## src/hdl/video_pkg.sv

```systemverilog
package video_pkg;

	// video memory word address: bit 14 = screen page, 13..0 = offset in page
	typedef logic [14:0] vram_addr_t;
	typedef logic [15:0] vram_data_t; // one memory word, left byte in 15..8

	typedef logic [1:0] vmode_t; // display mode code
	typedef logic [5:0] rgb_t;   // rr gg bb
	typedef logic [7:0] line_t;  // active line 0..191

	// 0 = two words per 16 pixels, 1 = four words
	typedef logic fetch_bw_t;

	// mode codes, p16c is any code with bit 1 set
	localparam vmode_t MODE_ZX         = 2'd0;
	localparam vmode_t MODE_MULTICOLOR = 2'd1;
	localparam vmode_t MODE_P16C       = 2'd2;

	// raster constants in pixel cycles
	localparam int START_FETCH = 36; // line start to first fetch
	localparam int PIX_START   = 52; // line start to first visible pixel
	localparam int H_ACTIVE    = 256;
	localparam int V_ACTIVE    = 192;
	localparam int WORD_PIXELS = 16; // pixels per fetch group

endpackage

```

## src/hdl/raster_timer.sv

```systemverilog
`timescale 1ns/1ps

module raster_timer #(
	parameter int H_TOTAL = 448,
	parameter int V_TOTAL = 320,
	parameter int V_START = 64
)(
	input  logic clk,
	input  logic rst,
	output logic cend,        // pixel enable, every second clock
	output logic line_start,
	output logic vpix,        // active line window
	output logic frame_start
);

	localparam int HW = $clog2(H_TOTAL);
	localparam int VW = $clog2(V_TOTAL);

	logic [HW-1:0] hcnt; // pixel cycle within line
	logic [VW-1:0] vcnt; // line within frame

	// clock divider
	always_ff @(posedge clk)
	begin
		if (rst)
			cend <= 1'b0;
		else
			cend <= ~cend;
	end

	// horizontal count, only moves on pixel cycles
	always_ff @(posedge clk)
	begin
		if (rst)
			hcnt <= '0;
		else if (cend)
		begin
			if (hcnt == HW'(H_TOTAL - 1))
				hcnt <= '0; // wrap to next line
			else
				hcnt <= hcnt + 1'b1;
		end
	end

	// vertical count, steps at the end of each line
	always_ff @(posedge clk)
	begin
		if (rst)
			vcnt <= '0;
		else if (cend && hcnt == HW'(H_TOTAL - 1))
		begin
			if (vcnt == VW'(V_TOTAL - 1))
				vcnt <= '0;
			else
				vcnt <= vcnt + 1'b1;
		end
	end

	assign line_start  = cend & (hcnt == '0);  // first pixel cycle of a line
	assign frame_start = line_start & (vcnt == '0);

	// vcnt already holds the new line at line_start
	// compared as integers so the window end may exceed vcnt's range
	assign vpix = (int'(vcnt) >= V_START) && (int'(vcnt) < V_START + video_pkg::V_ACTIVE);

endmodule

```

## config.mk

```make
export PLATFORM = sky130hd
export DESIGN_NAME = raster_timer
export DESIGN_NICKNAME = d
export VERILOG_FILES = /design/src/hdl/video_pkg.sv /design/src/hdl/raster_timer.sv
export SDC_FILE = /design/constraint.sdc
export NUM_CORES = 1
export LEC_CHECK = 0
export BUFFER_PORTS_ARGS = -buffer_cell sky130_fd_sc_hd__clkbuf_2
export CAP_MARGIN = 10
export CORE_MARGIN = 2
export CORE_UTILIZATION = 55
export CTS_BUF_LIST = sky130_fd_sc_hd__clkbuf_4 sky130_fd_sc_hd__clkbuf_8
export CTS_CLUSTER_SIZE = 40
export DETAILED_ROUTE_END_ITERATION = 7
export HOLD_SLACK_MARGIN = 0.15
export PLACE_DENSITY = 0.78
export SLEW_MARGIN = 40
export SYNTH_ARGS = -nofsm -noshare
export SYNTH_HDL_FRONTEND = slang
export SYNTH_SLANG_ARGS = --single-unit
export TNS_END_PERCENT = 20
```

## constraint.sdc

```tcl
create_clock -name clk -period 1.7 [get_ports clk]
set_clock_uncertainty 0.05 [all_clocks]
set_input_delay 0.17 -clock clk [delete_from_list [all_inputs] [get_ports clk]]
set_output_delay 0.17 -clock clk [all_outputs]
set_load 0.02 [all_outputs]
```

==> run_results.csv <==
group,metric,value,unit
clock_network,cts_buffers,3,
clock_network,cts-root-buf,"clkbuf_4",
synth,synth-main-ff-cell,"dfxtp_1",
floorplanning,io_pins,6,
synth,synth_top_area_cell,"dfxtp_1",
clock_network,cts_num_sinks,19,
sta,hold_viol,0,
cells_and_area,areaGrowthSynthToFinish,18.4,%
clock_network,cts_buffer_depth,2,
clock_network,cts_tree,"done",
detailed_routing,firstDrtPassIters,4,
sta,fin_crit,1.96,ns
sta,relSlewSlack,72.3,%
cells_and_area,fillers,149,
power,netSwitchingFraction,25.2,%
floorplanning,core_area,1750,µm²
run,max-cap-violations,0,
global_route,grt_usage,23.5,%
critical_path,crit_path_end_kind,"output port",
sta,setup_viol,2,
place,port_buffers,5,
detailed_routing,vias,949,
cells_and_area,multi_input_area,651,µm²
detailed_routing,routedWlPerCell,14.9,µm
power,pwr_density_cell,615,nW/µm²
critical_path,critPathMaxFanout,2,
global_route,grtUsageMet3,3.77,%
cells_and_area,fin_nets,142,
power,intPower,0.567,mW
cells_and_area,drive_above_1_share,27.4,%
status,violations,"setup timing",
detailed_routing,drtAntennaViolNets,0,
cells_and_area,seq_area,388,µm²
synth,synth_edf_count,0,
clock_network,cts.reportedPaths.clkPinSlew,0.12,ns
global_route,grt_max_degree,23,
place,dp_hpwl,1700,µm
critical_path,cp-start-kind,"register",
power,comb_power_share,8.2,%
synth,synth_area_per_cell,8.61,µm²
sta,drv_slew,0,
sta,min_period_over_period,115,%
clock_network,postCtsSetupRepairBufs,0,
floorplanning,die_x,47.5,µm
place,dp.cells,156,
sta,fin_tns_setup,-0.358,ns
global_route,met1_usage,28.8,%
synth,synth_seq_area_share,36.5,%
global_route,grt_antenna_before_repair,0,
sta,rsz0062_at_grt,"true",
place,place_ws,0.0340,ns
critical_path,crit_arrival,1.74,ns
clock_network,holdBufCountCts,0,
synth,syn_nets,127,
worst_hold_path,hp-class,"input pin to register",
sta,whs,0.257,ns
detailed_routing,drt_wl_total,2390,µm
sta,fmax,510,MHz
power,p_sw,0.191,mW
power,p_seq_share,60.0,%
cells_and_area,diodes,0,
cells_and_area,mostFrequentLayoutCell,"dfxtp_1",
global_route,overflow,0,
clock_network,cts.htree.levels,1,
synth,ys_async_sr_fraction,0,%
global_route,grt_pass1_wl,3620,µm
global_route,grt_pass1_vias,845,
power,p_clk_share,31.8,%
cells_and_area,fin_util,70.7,%
cells_and_area,finalNonFillerCells,160,
sta,worst_slack,-0.260,ns
critical_path,worstSetupPathType,"register to output port",
detailed_routing,routed_via_density,5.93,
synth,synth_top_area_share,36.5,%
detailed_routing,drtIter0Drc,15,
cells_and_area,layout_common_cells,"dfxtp_1 (13), nor2_1 (10), nand4_1 (10), buf_4 (10)",
critical_path,cp.required,1.48,ns
place,gp_congestion,0.801,
synth,ys_seq_elements,19,
floorplanning,die_h,47.5,µm
cells_and_area,stdcell_area,1230,µm²
place,dpl_cell_area,1160,µm²
detailed_routing,drc,0,
synth,synth_cell_type_count,39,
floorplanning,rows,15,
floorplanning,die-area,2260,µm²
synth,synth_top_cells_by_area,"dfxtp_1 (36%), nand4_1 (6.0%), xor2_1 (5.0%)",
synth,synth_area,1040,µm²
status,status,"complete, but fails checks",
floorplanning,start_util,59.7,%
global_route,met2_usage,38.4,%
global_route,busiest_layer,"met2",
power,finalPower,0.758,mW
synth,synthesis.instances,121,
power,irDropWorstVdd,507,µV
clock_network,clk_latency,0.31,ns
power,p_leak,0.445,nW
sta,worst_pin_slew,0.416,ns
synth,yosysWarnings,0,
==> sequential cells by signal, indices dropped and copies added (netlist names) <==
name	count
cend	1
hcnt	9
vcnt	9
==> power groups by stage <==
stage | clock network (mW) | registers, mW | logic (mW)
final | 0.241 | 0.455 | 0.0622
after global routing | 0.263 | 0.456 | 0.0689
after CTS | 0.246 | 0.455 | 0.0588
after detailed placement | 0 | 0.465 | 0.0550
after global placement | 0 | 0.464 | 0.0536
after floorplan | 0 | 0.466 | 0.0392
==> per-layer routing <==
metal	vias to the layer above	wire length (µm)	part of all wire [%]
met3	6	54	2.3
met1	460	1070	45
li1	465	-	-
met5	-	0	0
met2	18	1200	50
met4	0	64	2.7
==> logic make-up (layout without fill, tap and decap cells) <==
logic type / Yosys count / after routing / synth area share, %
and+or+nand+nor: 63 / 63 / 37.1
DFF: 19 / 19 / 36.5
AOI/OAI and AO/OA: 17 / 17 / 9.96
adders and majority gates: 4 / 4 / 4.80
buffers and inverters: 10 / 24 / 4.92
xor gates and xnor gates: 8 / 8 / 6.72
==> synth_stat cells (3+ instances only) <==
cell type	n
nand2b_1	5
nor2_1	10
a21oi_1	9
nor3_1	4
ha_1	4
nand2_1	9
dfxtp_1	19
nand4_1	10
inv_1	4
xor2_1	6
or2_2	3
==> worst paths after layout <==
check | startpoint | end | slack [ns] | cells after the start
setup / recovery | hcnt[3] | frame_start | -0.26 | 5
hold / removal | rst | cend | 0.26 | 2
hold reg to reg | vcnt[0] | vcnt[0] | 0.44 | 1
setup reg to reg | hcnt[4] | vcnt[7] | 0.08 | 5
==> area by class of cell <==
class                           instances  area share (%)
Multi-Input combinational cell         92            52.7
Sequential cell                        19            31.4
Timing Repair Buffer                   16            9.84
Tap cell                               25            2.54
Clock buffer                            3            1.83
Inverter                                4            1.22
Clock inverter                          1           0.406
==> repair_timing <==
item                                    CTS  global route
gates resized for setup                   2            13
pin swaps                                 0             4
gates cloned                              0             0
endpoints found under the setup margin    3             6
==> critical path, stage by stage, from the launching register on <==
cell and delay, ns:
dfxtp_2 0.36, nor4_4 0.24, nand3b_1 0.16, nor4b_4 0.29
and4_4 0.26, buf_8 0.11
Note: power is estimated with default switching activity, not from simulation.
