[src/hdl/video_pkg.sv]
package video_pkg;

	// video memory word address: bit 14 = screen page, 13..0 = offset in page
	typedef logic [14:0] vram_addr_t;
	typedef logic [15:0] vram_data_t; // one memory word, left byte in 15..8

	typedef logic [1:0] vmode_t; // display mode code
	typedef logic [5:0] rgb_t;   // rr gg bb
	typedef logic [7:0] line_t;  // active line 0..191

	// 0 = two words per 16 pixels, 1 = four words
	typedef logic fetch_bw_t;

	// mode codes, p16c is any code with bit 1 set
	localparam vmode_t MODE_ZX         = 2'd0;
	localparam vmode_t MODE_MULTICOLOR = 2'd1;
	localparam vmode_t MODE_P16C       = 2'd2;

	// raster constants in pixel cycles
	localparam int START_FETCH = 36; // line start to first fetch
	localparam int PIX_START   = 52; // line start to first visible pixel
	localparam int H_ACTIVE    = 256;
	localparam int V_ACTIVE    = 192;
	localparam int WORD_PIXELS = 16; // pixels per fetch group

endpackage

[src/hdl/video_ifs.sv]
`timescale 1ns/1ps

// fetch side asks for words, arbiter answers
interface vmem_req_if;

	logic                   go;     // fetch window of a line
	video_pkg::fetch_bw_t   bw;     // words per group class
	video_pkg::vram_addr_t  addr;   // word to read next
	logic                   next;   // addr taken, advance
	logic                   strobe; // data valid, one clock after next
	video_pkg::vram_data_t  data;

	modport mem
	(
		input  go, bw, addr,
		output next, strobe, data
	);

	modport req
	(
		output go, bw, addr,
		input  next, strobe, data
	);

endinterface

// completed word groups from fetch to the renderer
interface pix_word_if;

	logic                            load;     // one clock at group boundary
	video_pkg::vram_data_t [3:0]     group;    // word 0 in 15..0
	video_pkg::vmode_t               mode;
	logic                            flash_en; // current flash phase
	logic                            pix_en;   // group lies inside the window

	modport src
	(
		output load, group, mode, flash_en, pix_en
	);

	modport dst
	(
		input load, group, mode, flash_en, pix_en
	);

endinterface

[src/hdl/video_fetch.sv]
`timescale 1ns/1ps

module video_fetch #(
	parameter int FLASH_BITS = 5
)(
	input  logic               clk,
	input  logic               rst,
	input  logic               cend,
	input  logic               line_start,
	input  logic               vpix,
	input  logic               frame_start,
	input  video_pkg::vmode_t  vmode,
	input  logic               screen,   // page bit of every address
	vmem_req_if.req            req,
	pix_word_if.src            src
);

	// groups inside the window, one more is fetched to close it
	localparam int GROUPS = video_pkg::H_ACTIVE / video_pkg::WORD_PIXELS;
	// last pixel cycle of a group, first load lands just before PIX_START
	localparam logic [3:0] WLAST = 4'(video_pkg::PIX_START - video_pkg::START_FETCH - 1);

	video_pkg::line_t      vcnt;  // active line
	logic [3:0]            hcnt;  // word column 0..15
	logic [1:0]            dcnt;  // displacement, pix/attr or plane
	logic [1:0]            ddcnt; // dcnt kept for the returning word
	logic [5:0]            scnt;  // start-fetch countdown
	logic [3:0]            wcnt;  // pixel cycle within group
	logic [4:0]            fcnt;  // groups done this line
	logic [FLASH_BITS-1:0] flashctr;

	logic                  go_start;
	logic                  go_end;
	logic                  load;
	logic [11:0]           inter; // zx line interleave plus column
	logic [13:0]           off;

	video_pkg::vram_data_t fbuf [0:3];

	// frame counter, top bit is the flash phase
	always_ff @(posedge clk)
	begin
		if (rst)
			flashctr <= '0;
		else if (frame_start)
			flashctr <= flashctr + 1'b1;
	end

	// line counter, preset so the first active line is 0
	always_ff @(posedge clk)
	begin
		if (rst || frame_start)
			vcnt <= 8'hFF;
		else if (line_start && vpix)
			vcnt <= vcnt + 8'd1;
	end

	// countdown from line start to go
	always_ff @(posedge clk)
	begin
		if (rst)
			scnt <= '0;
		else if (cend)
		begin
			if (line_start && vpix)
				scnt <= 6'(video_pkg::START_FETCH - 1);
			else if (scnt != 6'd0)
				scnt <= scnt - 6'd1;
		end
	end
	assign go_start = cend & (scnt == 6'd1); // go is up from the next pixel cycle

	// group phase, same count as the arbiter slot phase
	always_ff @(posedge clk)
	begin
		if (rst || go_start)
			wcnt <= '0;
		else if (cend)
			wcnt <= wcnt + 4'd1;
	end

	assign load   = req.go & cend & (wcnt == WLAST);
	assign go_end = load & (fcnt == 5'(GROUPS)); // after GROUPS+1 groups

	always_ff @(posedge clk)
	begin
		if (rst || go_start)
			fcnt <= '0;
		else if (load && fcnt != 5'(GROUPS))
			fcnt <= fcnt + 5'd1;
	end

	always_ff @(posedge clk)
	begin
		if (rst)
			req.go <= 1'b0;
		else if (go_start)
			req.go <= 1'b1;
		else if (go_end)
			req.go <= 1'b0;
	end

	assign req.bw = vmode[1]; // four words only for p16c

	// column and displacement advance on each taken address
	always_ff @(posedge clk)
	begin
		if (rst || line_start)
		begin
			hcnt  <= '0;
			dcnt  <= '0;
			ddcnt <= '0;
		end
		else if (req.next)
		begin
			ddcnt <= dcnt;
			dcnt  <= dcnt + 2'd1;
			if (vmode[1] ? (dcnt == 2'd3) : dcnt[0])
				hcnt <= hcnt + 4'd1; // last word of the group
		end
	end

	// addresses within the page
	always_comb
	begin
		inter = {vcnt[7:6], vcnt[2:0], vcnt[5:3], hcnt};
		if (vmode[1])
			off = {dcnt[0], dcnt[1], inter}; // one plane per quarter
		else if (!dcnt[0])
			off = {2'b10, inter};            // bitmap
		else if (vmode == video_pkg::MODE_MULTICOLOR)
			off = {2'b11, inter};            // attr per pixel line
		else
			off = {5'b10110, vcnt[7:3], hcnt}; // byte 0x1800 + row*32 of the screen
	end
	assign req.addr = {screen, off};

	// store returned word by saved displacement
	always_ff @(posedge clk)
	begin
		if (req.strobe)
			fbuf[vmode[1] ? ddcnt : {1'b0, ddcnt[0]}] <= req.data;
	end

	assign src.load     = load;
	assign src.group    = {fbuf[3], fbuf[2], fbuf[1], fbuf[0]};
	assign src.mode     = vmode;
	assign src.flash_en = flashctr[FLASH_BITS-1];
	assign src.pix_en   = (fcnt < 5'(GROUPS)); // the extra group shuts the window

endmodule

[src/flat_wrapper.sv]
// flat-port wrapper written by rule: the top's interface ports become plain ports
module video_fetch_flat 
#(
	parameter int FLASH_BITS = 5
)
  (clk, rst, cend, line_start, vpix, frame_start, vmode, screen, req_go, req_bw, req_addr, req_next, req_strobe, req_data, src_load, src_group, src_mode, src_flash_en, src_pix_en);
  vmem_req_if req_i ();
  pix_word_if src_i ();
  input  logic clk;
  input  logic rst;
  input  logic cend;
  input  logic line_start;
  input  logic vpix;
  input  logic frame_start;
  input  video_pkg::vmode_t vmode;
  input  logic screen;
  output wire logic [$bits(req_i.go)-1:0] req_go;
  output wire logic [$bits(req_i.bw)-1:0] req_bw;
  output wire logic [$bits(req_i.addr)-1:0] req_addr;
  input wire logic [$bits(req_i.next)-1:0] req_next;
  input wire logic [$bits(req_i.strobe)-1:0] req_strobe;
  input wire logic [$bits(req_i.data)-1:0] req_data;
  output wire logic [$bits(src_i.load)-1:0] src_load;
  output wire logic [$bits(src_i.group)-1:0] src_group;
  output wire logic [$bits(src_i.mode)-1:0] src_mode;
  output wire logic [$bits(src_i.flash_en)-1:0] src_flash_en;
  output wire logic [$bits(src_i.pix_en)-1:0] src_pix_en;
  assign req_go = req_i.go;
  assign req_bw = req_i.bw;
  assign req_addr = req_i.addr;
  assign req_i.next = req_next;
  assign req_i.strobe = req_strobe;
  assign req_i.data = req_data;
  assign src_load = src_i.load;
  assign src_group = src_i.group;
  assign src_mode = src_i.mode;
  assign src_flash_en = src_i.flash_en;
  assign src_pix_en = src_i.pix_en;
  video_fetch #(.FLASH_BITS(FLASH_BITS)) u_core (.clk(clk), .rst(rst), .cend(cend), .line_start(line_start), .vpix(vpix), .frame_start(frame_start), .vmode(vmode), .screen(screen), .req(req_i), .src(src_i));
endmodule
[config.mk]
export PLATFORM = sky130hd
export DESIGN_NAME = video_fetch_flat
export DESIGN_NICKNAME = d
export VERILOG_FILES = /design/src/hdl/video_pkg.sv /design/src/hdl/video_ifs.sv /design/src/hdl/video_fetch.sv /design/src/flat_wrapper.sv
export SDC_FILE = /design/constraint.sdc
export NUM_CORES = 1
export LEC_CHECK = 0
export ABC_AREA = 1
export BUFFER_PORTS_ARGS = -buffer_cell sky130_fd_sc_hd__buf_4
export CAP_MARGIN = 15
export CORE_MARGIN = 4
export CORE_UTILIZATION = 46
export CTS_CLUSTER_DIAMETER = 40
export DETAILED_ROUTE_END_ITERATION = 12
export PLACE_DENSITY = 0.75
export SYNTH_ARGS = -nofsm -noshare
export SYNTH_HDL_FRONTEND = slang
export SYNTH_SLANG_ARGS = --single-unit
[constraint.sdc]
create_clock -name clk -period 1.9 [get_ports clk]
set_input_delay 0.095 -clock clk [delete_from_list [all_inputs] [get_ports clk]]
set_output_delay 0.095 -clock clk [all_outputs]
set_load 0.01 [all_outputs]
==> flow_results.org <==
** Status
- The run finished with clean final reports.

** STA
- Transition time at the pin with the least slew margin :: 0.528 ns
- Final Hold Fails :: 0
- Slew Limit Headroom :: 64.7%
- Crit path time final :: 1.49 ns
- Clock skew on the completed layout was measured at 0.00951 ns.
- Based on the critical path, the design can be clocked at up to 0.669 GHz.
- The max-slew violation count is 0.
- Crit share post-route :: 78.6%
- RSZ-0062 raised after global routing :: no
- Setup violations remaining at the end of the flow were counted as 0.

** Synthesis
- The synthesized netlist occupies a cell area of 3940 sq um.
- The biggest area contributor in the post-synthesis netlist is edfxtp_1.
- Net count after synthesis :: 371
- In this run, synthesis inferred 64 flip-flops with an integrated enable.
- Synthesis produced 334 cells.
- During synthesis, Yosys emitted a total of 0 warnings.
- Proportion of synthesized flip-flops having asynchronous set or reset :: 0%
- In this run, synthesis produced a sequential element count of 101.
- Yosys attributes the largest share of cell area to edfxtp_1, dfxtp_1, nand2_1, ha_1, inv_1.
- Summing the sequential cell areas from Yosys gives 67.6% of the chip area.
- The most common cell in the synthesized netlist is edfxtp_1.
- The commonest cells after synthesis are edfxtp_1, nand2_1, dfxtp_1.
- Distinct cell type count of the synthesized netlist :: 38
- Leading register cell type out of synthesis :: edfxtp_1
- Avg Cell Area, Syn :: 11.8 sq um
- Post-synth top area share :: 48.8%

** Global route
- Via count of the first global-routing pass :: 2650
- Entering global routing, the biggest net connects 19 pins.
- In the global route stage, overall resource usage came out at 16.1%.
- Wire length of the first global-routing pass :: 12.7 mm
- Number of antenna violations at the first check in global routing :: 0
- Summed over all layers, the global routing overflow is 0.

** Floorplan
- Row Count :: 33
- I/O pin count :: 113
- The die covers 10100 sq um.
- Horizontal die dimension :: 101 microns
- The die is 101 microns tall.
- Area of the placeable core :: 8260 sq um
- Starting Density :: 47.7%

** Drt
- Total number of vias :: 2740
- In the routed layout, each cell is associated on average with a via count of 4.74.
- DRT Wirelength :: 7.86 mm
- In the final routed layout, each cell accounts on average for 13.6 microns.
- First-iteration detailed-routing DRC count :: 106
- In the routed design, unresolved DRC markers number 0.
- Once detail routing completed, the nets flagged for antenna violations numbered 0.
- Number of optimization iterations in the first detailed-route pass :: 4

** CTS
- Clock root cell :: clkbuf_8
- Clock sink count :: 101
- Inserted Clock Buffers :: 9
- In this run the number of H-tree levels came out at 3.
- Clock-pin slew on the worst setup and hold paths :: 0.10 ns
- Clock insertion delay at the later pin of the skew report :: 0.35 ns
- Clk buf depth :: 2
- In this run the post-CTS setup repair buffer count came out at 0.
- TritonCTS clock tree :: built

** Critical path
- The critical path is of the register to output pin type.
- STA classifies the critical path startpoint as a register.
- Crit path arrival time :: 1.40 ns
- Along the worst path, the maximum fanout reaches 7.
- Chain of cells forming the critical path :: nand3_1, o21ai_0, buf_4
- Reg2Reg Depth :: 8
- Stage delay of the slowest cell on the critical path :: 0.43 ns
- Kind of capture point of the worst setup path :: output pin
- The largest individual stage delay along the critical path comes from the cell dfxtp_1.
- Required time of the critical path :: 1.80 ns

** Power
- Internal power comes to 3190 uW.
- Power spread over the standard cell area amounts to 827 nW/um^2.
- The share of total power dissipated in sequential elements is 57.1%.
- Reported net switching power :: 1150 uW
- Max IR drop VDD :: 0.428 mV
- Clock power frac :: 28.3%
- Net switching is 26.6% of the power.
- Combinational cell fraction of total power :: 14.5%
- For this design the static power due to leakage is 0.00219 uW.

** Cells and area
- Combined area of the multi-input logic cells :: 1080 sq um
- Final core area utilization :: 63.5%
- Across the whole layout, storage elements account for 2660 sq um.
- Final net count :: 505
- After filler insertion, the fill cell instance count of the layout stands at 665.
- Relative to the synthesized area, the layout overhead comes to 33.2%.
- Of the cells placed in the final design, the portion with a size suffix greater than 1 is 32.8%.
- The repair_antennas step left the layout with diodes totalling 0.
- Non-filler cells in the finished layout :: 578
- After routing the design area is 5250 sq um.

** Placed design
- Buffers placed on the I/O ports in this run total 110.
- Counting tap cells, the placed design contains a total of 543 instances.
- Post-placement cell area :: 4870 sq um
- Detailed placement finished with a half-perimeter wire length of 5.67 mm.
- Final estimated routing congestion in global placement :: 0.834

** Worst hold path
- The min-delay analysis places its worst path in the category primary input to register.
- The worst hold path was traced through 4 stages.

** Flow run
- Across the run, the number of max-cap violations was 0.
stage by stage:
stage / hold WS, ns / setup TNS, ns / worst slack (ns) / total power [uW]
floorplan: 0.189 / -4.02 / -0.0800 / 2930
global placement: 0.190 / 0 / 0.614 / 3100
detailed placement: 0.190 / 0 / 0.562 / 3130
CTS: 0.0850 / 0 / 0.393 / 4380
global route: 0.0913 / 0 / 0.260 / 4590
finish: 0.0949 / 0 / 0.406 / 4340
critical path: cells and delay by family (launching register included):
family / cells / cell delay, ns
DFF: 1 / 0.43
and+or+nand+nor: 1 / 0.23
AOI/OAI and AO/OA: 1 / 0.23
buffers and inverters: 1 / 0.15
worst paths after layout:
kind                                         start                  to  slack, ns
worst max register to register      u_core.scnt[0]      u_core.scnt[3]       0.52
worst max-delay path                u_core.dcnt[0]         req_addr[8]       0.41
worst min register to register  u_core.flashctr[4]  u_core.flashctr[4]       0.46
worst min-delay path                    line_start      u_core.hcnt[3]       0.09
state kept, by name (all words and copies together), names as in the netlist, 2 cells and up:
name             flops
u_core.dcnt          2
u_core.ddcnt         2
u_core.fbuf         64
u_core.fcnt          5
u_core.flashctr      5
u_core.hcnt          4
u_core.scnt          6
u_core.vcnt          8
u_core.wcnt          4
metal layers:
metal	GRT usage (%)	vias to the layer above	wire length, microns
li1	-	1389	-
met1	21.1	1238	3620
met2	26.3	109	3530
met3	4.64	4	682
met4	4.04	0	28
met5	0	-	0
timing repair:
action / 4_1_cts / 5_1_grt
hold buffers: 19 / 0
gates resized for setup: 0 / 0
hold endpoints to repair: 73 / 0
power by group through the flow:
stage / Clock (uW) / Sequential, uW / Combinational [uW]
after global placement: 0 / 2520 / 577
after floorplan: 0 / 2530 / 393
after detailed placement: 0 / 2530 / 598
after CTS: 1270 / 2480 / 637
after global routing: 1380 / 2490 / 719
final: 1230 / 2480 / 630
layout by cell type (no fill, tap or decap), drive strengths merged, types with 2 or more instances in the layout:
cell type	instances
xnor2	2
nand2	63
dfxtp	37
dlygate4sd3	19
xor2	5
clkbuf	9
o21ai	13
a211oi	2
nor2	31
a21oi	19
inv	37
nand3	21
clkinv	4
nor3	10
ha	10
buf	114
clkinvlp	2
nand4	3
edfxtp	64
cell families after synthesis:
family                   Yosys count  share of synthesized area [%]
AO/OA/AOI/OAI                     38                           5.65
XOR/XNOR                           7                           1.56
adder cells (fa/ha/maj)           10                           3.18
buffers and inverters             46                           5.56
flip-flops                       101                           67.6
multiplexers                       1                          0.254
AND/OR/NAND/NOR                  131                           16.2
final cells by class:
type                       count  share of cell area, %
sequential                   101                   50.8
multi-input combinational    187                   20.5
clock buffer                   9                   2.36
clock inverter                 7                   1.12
tap                          105                   2.50
timing repair buffer         133                   19.9
inverter                      36                   2.77
(Power assumes the default switching activity.)
