<file path="config.mk">
export PLATFORM = sky130hd
export DESIGN_NAME = pixel_render_flat
export DESIGN_NICKNAME = d
export VERILOG_FILES = /design/src/hdl/video_pkg.sv /design/src/hdl/video_ifs.sv /design/src/hdl/pixel_render.sv /design/src/flat_wrapper.sv
export SDC_FILE = /design/constraint.sdc
export NUM_CORES = 1
export LEC_CHECK = 0
export ABC_AREA = 1
export BUFFER_PORTS_ARGS = -buffer_cell sky130_fd_sc_hd__buf_2
export CORE_ASPECT_RATIO = 0.75
export CORE_MARGIN = 2
export CORE_UTILIZATION = 57
export DETAILED_ROUTE_END_ITERATION = 10
export PLACE_DENSITY = 0.89
export SKIP_LAST_GASP = 1
export SLEW_MARGIN = 15
export SYNTH_ARGS = -nofsm -noshare
export SYNTH_HDL_FRONTEND = slang
export SYNTH_SLANG_ARGS = --single-unit
</file>
<file path="constraint.sdc">
create_clock -name clk -period 2.89 [get_ports clk]
set_input_delay 0.1445 -clock clk [delete_from_list [all_inputs] [get_ports clk]]
set_output_delay 0.1445 -clock clk [all_outputs]
set_load 0.01 [all_outputs]
</file>
<file path="src/hdl/video_pkg.sv">
package video_pkg;

	// video memory word address: bit 14 = screen page, 13..0 = offset in page
	typedef logic [14:0] vram_addr_t;
	typedef logic [15:0] vram_data_t; // one memory word, left byte in 15..8

	typedef logic [1:0] vmode_t; // display mode code
	typedef logic [5:0] rgb_t;   // rr gg bb
	typedef logic [7:0] line_t;  // active line 0..191

	// 0 = two words per 16 pixels, 1 = four words
	typedef logic fetch_bw_t;

	// mode codes, p16c is any code with bit 1 set
	localparam vmode_t MODE_ZX         = 2'd0;
	localparam vmode_t MODE_MULTICOLOR = 2'd1;
	localparam vmode_t MODE_P16C       = 2'd2;

	// raster constants in pixel cycles
	localparam int START_FETCH = 36; // line start to first fetch
	localparam int PIX_START   = 52; // line start to first visible pixel
	localparam int H_ACTIVE    = 256;
	localparam int V_ACTIVE    = 192;
	localparam int WORD_PIXELS = 16; // pixels per fetch group

endpackage

</file>
<file path="src/hdl/video_ifs.sv">


// completed word groups from fetch to the renderer
interface pix_word_if;

	logic                            load;     // one clock at group boundary
	video_pkg::vram_data_t [3:0]     group;    // word 0 in 15..0
	video_pkg::vmode_t               mode;
	logic                            flash_en; // current flash phase
	logic                            pix_en;   // group lies inside the window

	modport src
	(
		output load, group, mode, flash_en, pix_en
	);

	modport dst
	(
		input load, group, mode, flash_en, pix_en
	);

endinterface

</file>
<file path="src/hdl/pixel_render.sv">
`timescale 1ns/1ps

module pixel_render (
	input  logic             clk,
	input  logic             rst,
	input  logic             cend,
	pix_word_if.dst          dst,
	output video_pkg::rgb_t  pixel,
	output logic             pixel_valid
);

	localparam int PW = $clog2(video_pkg::WORD_PIXELS);

	video_pkg::vram_data_t [3:0] grp;
	video_pkg::vmode_t           mode;
	logic                        flash;
	logic                        win;    // inside the visible window
	logic [PW-1:0]               pixnum; // 0 = leftmost

	logic [7:0] attr;
	logic [7:0] pbyte;
	logic       ink_sel;
	logic [3:0] color; // bright, g, r, b

	// group payload taken as is on load
	always_ff @(posedge clk)
	begin
		if (dst.load)
		begin
			grp   <= dst.group;
			mode  <= dst.mode;
			flash <= dst.flash_en;
		end
	end

	always_ff @(posedge clk)
	begin
		if (rst)
		begin
			win    <= 1'b0;
			pixnum <= '0;
		end
		else if (dst.load)
		begin
			win    <= dst.pix_en;
			pixnum <= '0;
		end
		else if (cend)
			pixnum <= pixnum + 1'b1;
	end

	always_comb
	begin
		attr    = pixnum[3] ? grp[1][7:0] : grp[1][15:8]; // one attr per 8 pixels
		pbyte   = pixnum[3] ? grp[pixnum[2:1]][7:0] : grp[pixnum[2:1]][15:8];
		ink_sel = grp[0][~pixnum] ^ (flash & attr[7]); // msb first
		if (mode[1])
			color = pixnum[0] ? {pbyte[7], pbyte[5:3]} : {pbyte[6], pbyte[2:0]};
		else if (ink_sel)
			color = {attr[6], attr[2:0]}; // ink
		else
			color = {attr[6], attr[5:3]}; // paper
	end

	// each bit to 00, 10, or 11 when bright
	assign pixel[5:4] = win & color[1] ? {1'b1, color[3]} : 2'b00; // red
	assign pixel[3:2] = win & color[2] ? {1'b1, color[3]} : 2'b00; // green
	assign pixel[1:0] = win & color[0] ? {1'b1, color[3]} : 2'b00; // blue

	assign pixel_valid = win;

endmodule

</file>
<file path="src/flat_wrapper.sv">
// flat-port wrapper written by rule: the top's interface ports become plain ports
module pixel_render_flat 
  (clk, rst, cend, pixel, pixel_valid, dst_load, dst_group, dst_mode, dst_flash_en, dst_pix_en);
  pix_word_if dst_i ();
  input  logic clk;
  input  logic rst;
  input  logic cend;
  output video_pkg::rgb_t pixel;
  output logic pixel_valid;
  input wire logic [$bits(dst_i.load)-1:0] dst_load;
  input wire logic [$bits(dst_i.group)-1:0] dst_group;
  input wire logic [$bits(dst_i.mode)-1:0] dst_mode;
  input wire logic [$bits(dst_i.flash_en)-1:0] dst_flash_en;
  input wire logic [$bits(dst_i.pix_en)-1:0] dst_pix_en;
  assign dst_i.load = dst_load;
  assign dst_i.group = dst_group;
  assign dst_i.mode = dst_mode;
  assign dst_i.flash_en = dst_flash_en;
  assign dst_i.pix_en = dst_pix_en;
  pixel_render u_core (.clk(clk), .rst(rst), .cend(cend), .dst(dst_i), .pixel(pixel), .pixel_valid(pixel_valid));
endmodule
</file>
==> results.json, run 1 <==
{
  "holdWs_ns": 0.0419,
  "hpwl_microns": 4670,
  "power_density_mw_per_mm2": 512,
  "worstReg2RegStart": "u_core.pixnum[3]",
  "grt-ovfl-total": 0,
  "cts_sinks": 71,
  "maxCapViolCount": 0,
  "vias": 2979,
  "ys_ff_latch": 71,
  "final_util_pct": 83.5,
  "synth_top_family_by_area": "simple AND/OR/NAND/NOR gates",
  "muxShareOfSynthArea_pct": 0,
  "core_sq_mm": 0.00544,
  "synthAdderAreaFrac_pct": 0.381,
  "leakage_nw": 1.93,
  "hold_buffers": 67,
  "dieArea_sq_mm": 0.00639,
  "cts_buffer_depth": 2,
  "setup_violations": 0,
  "viasPerCell": 5.56,
  "clk_pin_slew_worst_paths_ns": 0.08,
  "status": "finished, final reports clean",
  "synth_xor_xnor_area_share_pct": 0,
  "yosys.area_share.simple_pct": 21.7,
  "drv_slew": 0,
  "synth_top_area_share_pct": 60.4,
  "critPathMaxFanout": 13,
  "cts_made_buffers": 9,
  "cts_tree": "built",
  "yosys.area.top_type": "edfxtp_1",
  "dpl_cell_area_sq_mm": 0.00368,
  "holdPathEnd": "u_core.pixel_valid",
  "final_cells": 536,
  "critical_path_class": "flip-flop to output pin",
  "startpoint_type": "flip-flop",
  "synth-compound-area-share_pct": 7.51,
  "syn_nets": 384,
  "num-fill-cells": 275,
  "drt-total-wl_microns": 9380,
  "drc": 0,
  "hp-start": "dst_pix_en",
  "final_nets": 529,
  "die_h_microns": 69.7,
  "placementRows": 23,
  "max_slew_margin_pct": 64.6,
  "drt-wirelength-per-cell_microns": 17.5,
  "power_mw": 2.33,
  "clock-root-buffer": "clkbuf_8",
  "fin_setup_tns_ns": 0,
  "grtUsageTotal_pct": 31.3,
  "post_cts_buffers": 0,
  "dp_slack_ns": 0.782,
  "hold_depth": 3,
  "syn_to_final_growth_pct": 38.4,
  "fin_skew_ns": 0.000819,
  "fin_ws_ns": 0.347,
  "n_antenna_cell": 0,
  "grt_pass1_wl_microns": 15100,
  "antenna_found_initial": 0,
  "die_w_microns": 91.6,
  "stdcell_area_sq_mm": 0.00454,
  "grt_start_max_net_pins": 46,
  "dp.cells": 453,
  "post_cts_resized": 0,
  "finalCritPeriodShare_pct": 88.0,
  "r2r_cells": 3,
  "r2r_setup_slack_ns": 1.45,
  "finalHoldViolCount": 0,
  "drive_gt1_share_pct": 24.9,
  "hp-class": "primary input to flip-flop",
  "fmax_mhz": 393,
  "place_congestion": 0.927,
  "synth_area_sq_mm": 0.00328,
  "max_slew.worst_pin.slew_ns": 0.531,
  "ant_nets": 0,
  "ys_warn_count": 0,
  "grt_pass1_vias": 3044,
  "synth_area_per_cell_sq_um": 10.6,
  "worst_setup_path_end_kind": "output pin",
  "seq_area_frac_synth_pct": 63.4,
  "dr.first_iter.drc_count": 336,
  "irDropWorstVdd_mv": 0.420,
  "clkLatencyLatePin_ns": 0.35,
  "r2r-end": "u_core.pixnum[3]",
  "ctsHtreeMaxLevel": 3,
  "pin_count": 79,
  "initial_core_util_pct": 60.3,
  "rsz0062_at_grt": "false",
  "worstPathRequired_ns": 2.75,
  "arrival_ns": 2.40,
  "synthTopCellsByArea": "edfxtp_1, nand3_1, nand2_1, dfxtp_1, inv_1",
  "fin_crit_ns": 2.54,
  "firstDrtPassIters": 6,
  "port_buffers": 77,
  "synth.distinct_cells": 26,
  "synthCells": 311
}
## logic make-up after synthesis
logic type,count (synthesis)
and+or+nand+nor,157
DFF,71
buffers and inverters,42
AOI/OAI and AO/OA,40
adders and majority gates,1
## critical path, stage by stage (launching register included)
cell and delay, ns:
dfxtp_1 0.59, buf_4 0.30, nor2_1 0.08, nor3_2 0.26, inv_1 0.11, nand3_1 0.18
nand3_1 0.10, nand3_1 0.08, nand2_1 0.08, nor2_1 0.11, buf_2 0.15
## synthesized netlist by cell type, drive strengths merged
cell type   n
a21oi      17
buf        15
clkbuf      1
dfxtp       5
edfxtp     66
ha          1
inv        26
nand2      75
nand3      59
nor2       16
nor3        2
nor4        1
o211ai     11
o21ai      12
or2         4
## cell usage in the layout (no fill, tap or decap), drive strengths merged, types with 2 or more instances in the layout
master,synthesis,routed
nor3,2,2
dfxtp,5,5
edfxtp,66,66
inv,26,28
o21ai,12,12
clkbuf,1,10
buf,15,83
nand2,75,75
nor2,16,16
or2,4,4
clkinv,0,2
a21oi,17,17
nand3,59,59
o211ai,11,11
dlygate4sd3,0,67
## metal layers
metal	part of all wire [%]	up-vias	global-route usage, %	wire [microns]
met4	3.0	0	12.5	285
met3	10	33	8.48	950
li1	-	1374	-	-
met2	47	213	51.2	4440
met5	0	-	0	0
met1	40	1359	39.8	3710
## final cells by class
type | count | area [sq um] | area share [%]
clock inverter | 6 | 68.8 | 1.51
clock buffer | 10 | 128 | 2.81
timing repair buffer | 150 | 1100 | 24.2
inverter | 26 | 100 | 2.20
multi-input combinational | 198 | 970 | 21.3
tap | 75 | 93.8 | 2.07
sequential | 71 | 2080 | 45.8
## report_power, final
part / leakage, nW / switching (mW) / internal (mW)
Sequential: 0.687 / 0.0351 / 1.21
Combinational: 1.15 / 0.136 / 0.142
Clock: 0.0973 / 0.399 / 0.405
Total: 1.93 / 0.570 / 1.76
## how the worst max path moves through the flow
stage / slack [ns] / endpoint / startpoint / cells past startpoint
floorplan: 1.39 / pixel[0] / u_core.pixnum[1] / 11
global placement: 0.81 / pixel[4] / u_core.pixnum[3] / 10
detailed placement: 0.78 / pixel[0] / u_core.pixnum[3] / 10
CTS: 0.38 / pixel[4] / u_core.pixnum[3] / 10
global route: 0.14 / pixel[0] / u_core.pixnum[3] / 10
finish: 0.35 / pixel[0] / u_core.pixnum[3] / 10
## registers in the layout, indices dropped and copies added, names as in the netlist
signal	cells
u_core.pixnum	4
u_core.pixel_valid	1
u_core.flash	1
u_core.mode	1
u_core.grp	64
No activity file was read; power rests on OpenSTA's default activity.
==> run 2, diff against run 1 <==
--- a/config.mk
+++ b/config.mk
@@ -8,7 +8,7 @@
 export ABC_AREA = 1
 export BUFFER_PORTS_ARGS = -buffer_cell sky130_fd_sc_hd__buf_2
 export CORE_ASPECT_RATIO = 0.75
-export CORE_MARGIN = 2
+export CORE_MARGIN = 3
 export CORE_UTILIZATION = 57
 export DETAILED_ROUTE_END_ITERATION = 10
 export PLACE_DENSITY = 0.89
==> run 2 against run 1 <==
Critical path depth unchanged. Routed wire length is 7.1% higher. Sequential power barely moved. Final area fell by 0.11%. Global-route usage increased by 0.55 points. Largest power group unchanged. Power shrank 0.20%. Worst setup slack lost 0.086 ns.
==> results.json, run 2 (synthesized netlist as in run 1, its figures left out) <==
{
  "placementRows": 23,
  "intPower_mw": 1.75,
  "slowest_delay_ns": 0.60,
  "dp.cells": 452,
  "hpwl_microns": 4680,
  "worstReg2RegStart": "u_core.pixnum[3]",
  "hp-start": "dst_pix_en",
  "setup_violations": 0,
  "crit_chain": "buf_6 > a21oi_1 > o21ai_0 > nand3_1 > nand3_1 > nand2_1 > a21oi_1 > nand2_1 > nor2_1 > buf_2",
  "initial_core_util_pct": 60.0,
  "rsz0062_at_grt": "false",
  "power_mw": 2.32,
  "critPathMaxFanout": 36,
  "worstPathRequired_ns": 2.75,
  "leakage_nw": 1.92,
  "irDropWorstVdd_mv": 0.334,
  "place_congestion": 0.867,
  "power_density_mw_per_mm2": 511,
  "cts_tree": "built",
  "power_frac_comb_pct": 12.0,
  "r2r_setup_slack_ns": 1.33,
  "holdPathEnd": "u_core.pixel_valid",
  "dp_slack_ns": 0.736,
  "dieArea_sq_mm": 0.00671,
  "hp-class": "primary input to flip-flop",
  "maxCapViolCount": 0,
  "holdWs_ns": 0.0225,
  "max_slew_margin_pct": 57.8,
  "fin_setup_tns_ns": 0,
  "fin_crit_ns": 2.63,
  "grt-ovfl-total": 0,
  "startpoint_type": "flip-flop",
  "firstDrtPassIters": 5,
  "status": "finished, final reports clean",
  "regMostFlops": "u_core.grp",
  "ctsHtreeMaxLevel": 3,
  "num-fill-cells": 281,
  "cts_buffer_depth": 2,
  "largest_reg_flops": 64,
  "clk_pin_slew_worst_paths_ns": 0.07,
  "vias": 3103,
  "die_h_microns": 71.7,
  "max_slew.worst_pin.slew_ns": 0.632,
  "die_w_microns": 93.6,
  "fin_ws_ns": 0.261,
  "viasPerCell": 5.81,
  "grt_start_max_net_pins": 46,
  "core_sq_mm": 0.00547,
  "hold_depth": 3,
  "pwr-share-clk_pct": 34.2,
  "power.share.sequential_pct": 53.8,
  "drive_gt1_share_pct": 24.8,
  "fmax_mhz": 380,
  "critical_path_class": "flip-flop to output pin",
  "syn_to_final_growth_pct": 38.3,
  "antenna_found_initial": 0,
  "drt-total-wl_microns": 10000,
  "ant_nets": 0,
  "n_antenna_cell": 0,
  "drc": 0,
  "fin_skew_ns": 0.000132,
  "cts_sinks": 71,
  "top_regs": "u_core.grp (64), u_core.pixnum (4)",
  "clock-root-buffer": "clkbuf_8",
  "grt_pass1_wl_microns": 15800,
  "drv_slew": 0,
  "grt_pass1_vias": 3092,
  "layout_commonest_cell": "buf_2",
  "pin_count": 79,
  "finalCritPeriodShare_pct": 91.0,
  "final_cells": 534,
  "r2r-end": "u_core.pixnum[3]",
  "final_cell_mix": "buf_2, nand2_1, dlygate4sd3_1, edfxtp_1, nand3_1",
  "netSwitchingFraction_pct": 24.6,
  "cts_made_buffers": 9,
  "grtUsageTotal_pct": 31.9,
  "port_buffers": 77,
  "worst_setup_path_end_kind": "output pin",
  "dr.first_iter.drc_count": 421,
  "drt-wirelength-per-cell_microns": 18.8,
  "clkLatencyLatePin_ns": 0.35,
  "arrival_ns": 2.48,
  "r2r_cells": 3,
  "switching_power_mw": 0.572,
  "slowest_stage": "dfxtp_1",
  "finalHoldViolCount": 0,
  "final_nets": 528
}
[run 2: cell types whose count changed in the layout (fill, tap and decap cells not counted)]
cell        previous run  this run
buf_4                  6         4
buf_6                  0         1
clkbuf_1               1         0
clkinv_2               1         0
clkinv_4               1         2
clkinvlp_4             1         2
inv_6                  2         1
[run 2: cell type report]
cell class	count	area (sq um)	area share (%)
repair buffers	149	1100	24.2
clock inverters	6	71.3	1.57
well taps	75	93.8	2.07
multi-input cells	198	970	21.4
clock buffers	9	124	2.73
inverters	26	100	2.21
flip-flops and latches	71	2080	45.9
[run 2: what timing repair did]
action                     CTS  global route
setup endpoints to repair    0             1
resized for setup            0             1
buffers inserted             0             0
hold endpoints to repair    67             0
hold buffers                67             0
[run 2: how the worst max path moves through the flow]
stage,slack (ns),depth (start not counted),startpoint,end
after detailed placement,0.74,12,u_core.pixnum[1],pixel[4]
after global routing,0.09,11,u_core.pixnum[0],pixel[4]
after CTS,0.35,12,u_core.pixnum[1],pixel[4]
after global placement,0.81,11,u_core.pixnum[1],pixel[4]
after floorplan,1.39,11,u_core.pixnum[1],pixel[0]
final,0.26,10,u_core.pixnum[1],pixel[4]
[run 2: stage by stage]
stage	area, sq um	utilization (%)
detailed placement	3670	67.1
global route	4540	83.0
CTS	4530	82.9
finish	4540	83.0
floorplan	3280	-
global placement	3670	67.1
[run 2: power groups by stage]
stage / clock network [mW] / registers [mW] / logic, mW
2_1_floorplan: 0 / 1.25 / 0.101
3_3_place_gp: 0 / 1.26 / 0.181
3_5_place_dp: 0 / 1.26 / 0.187
4_1_cts: 0.783 / 1.24 / 0.257
5_1_grt: 0.830 / 1.25 / 0.302
6_report: 0.794 / 1.25 / 0.278
[run 2: worst max-delay path: cells and delay by family (launching register included)]
kind            cells  cell delay, ns
simple gates        5            0.62
flops               1            0.60
buf+inv             2            0.49
compound gates      3            0.43
[run 2: layer usage]
metal	routed length, microns	up-vias	track usage [%]
met4	484	0	12.7
met1	3690	1401	40.1
met5	0	-	0
li1	-	1364	-
met2	4720	277	52.2
met3	1150	61	9.65
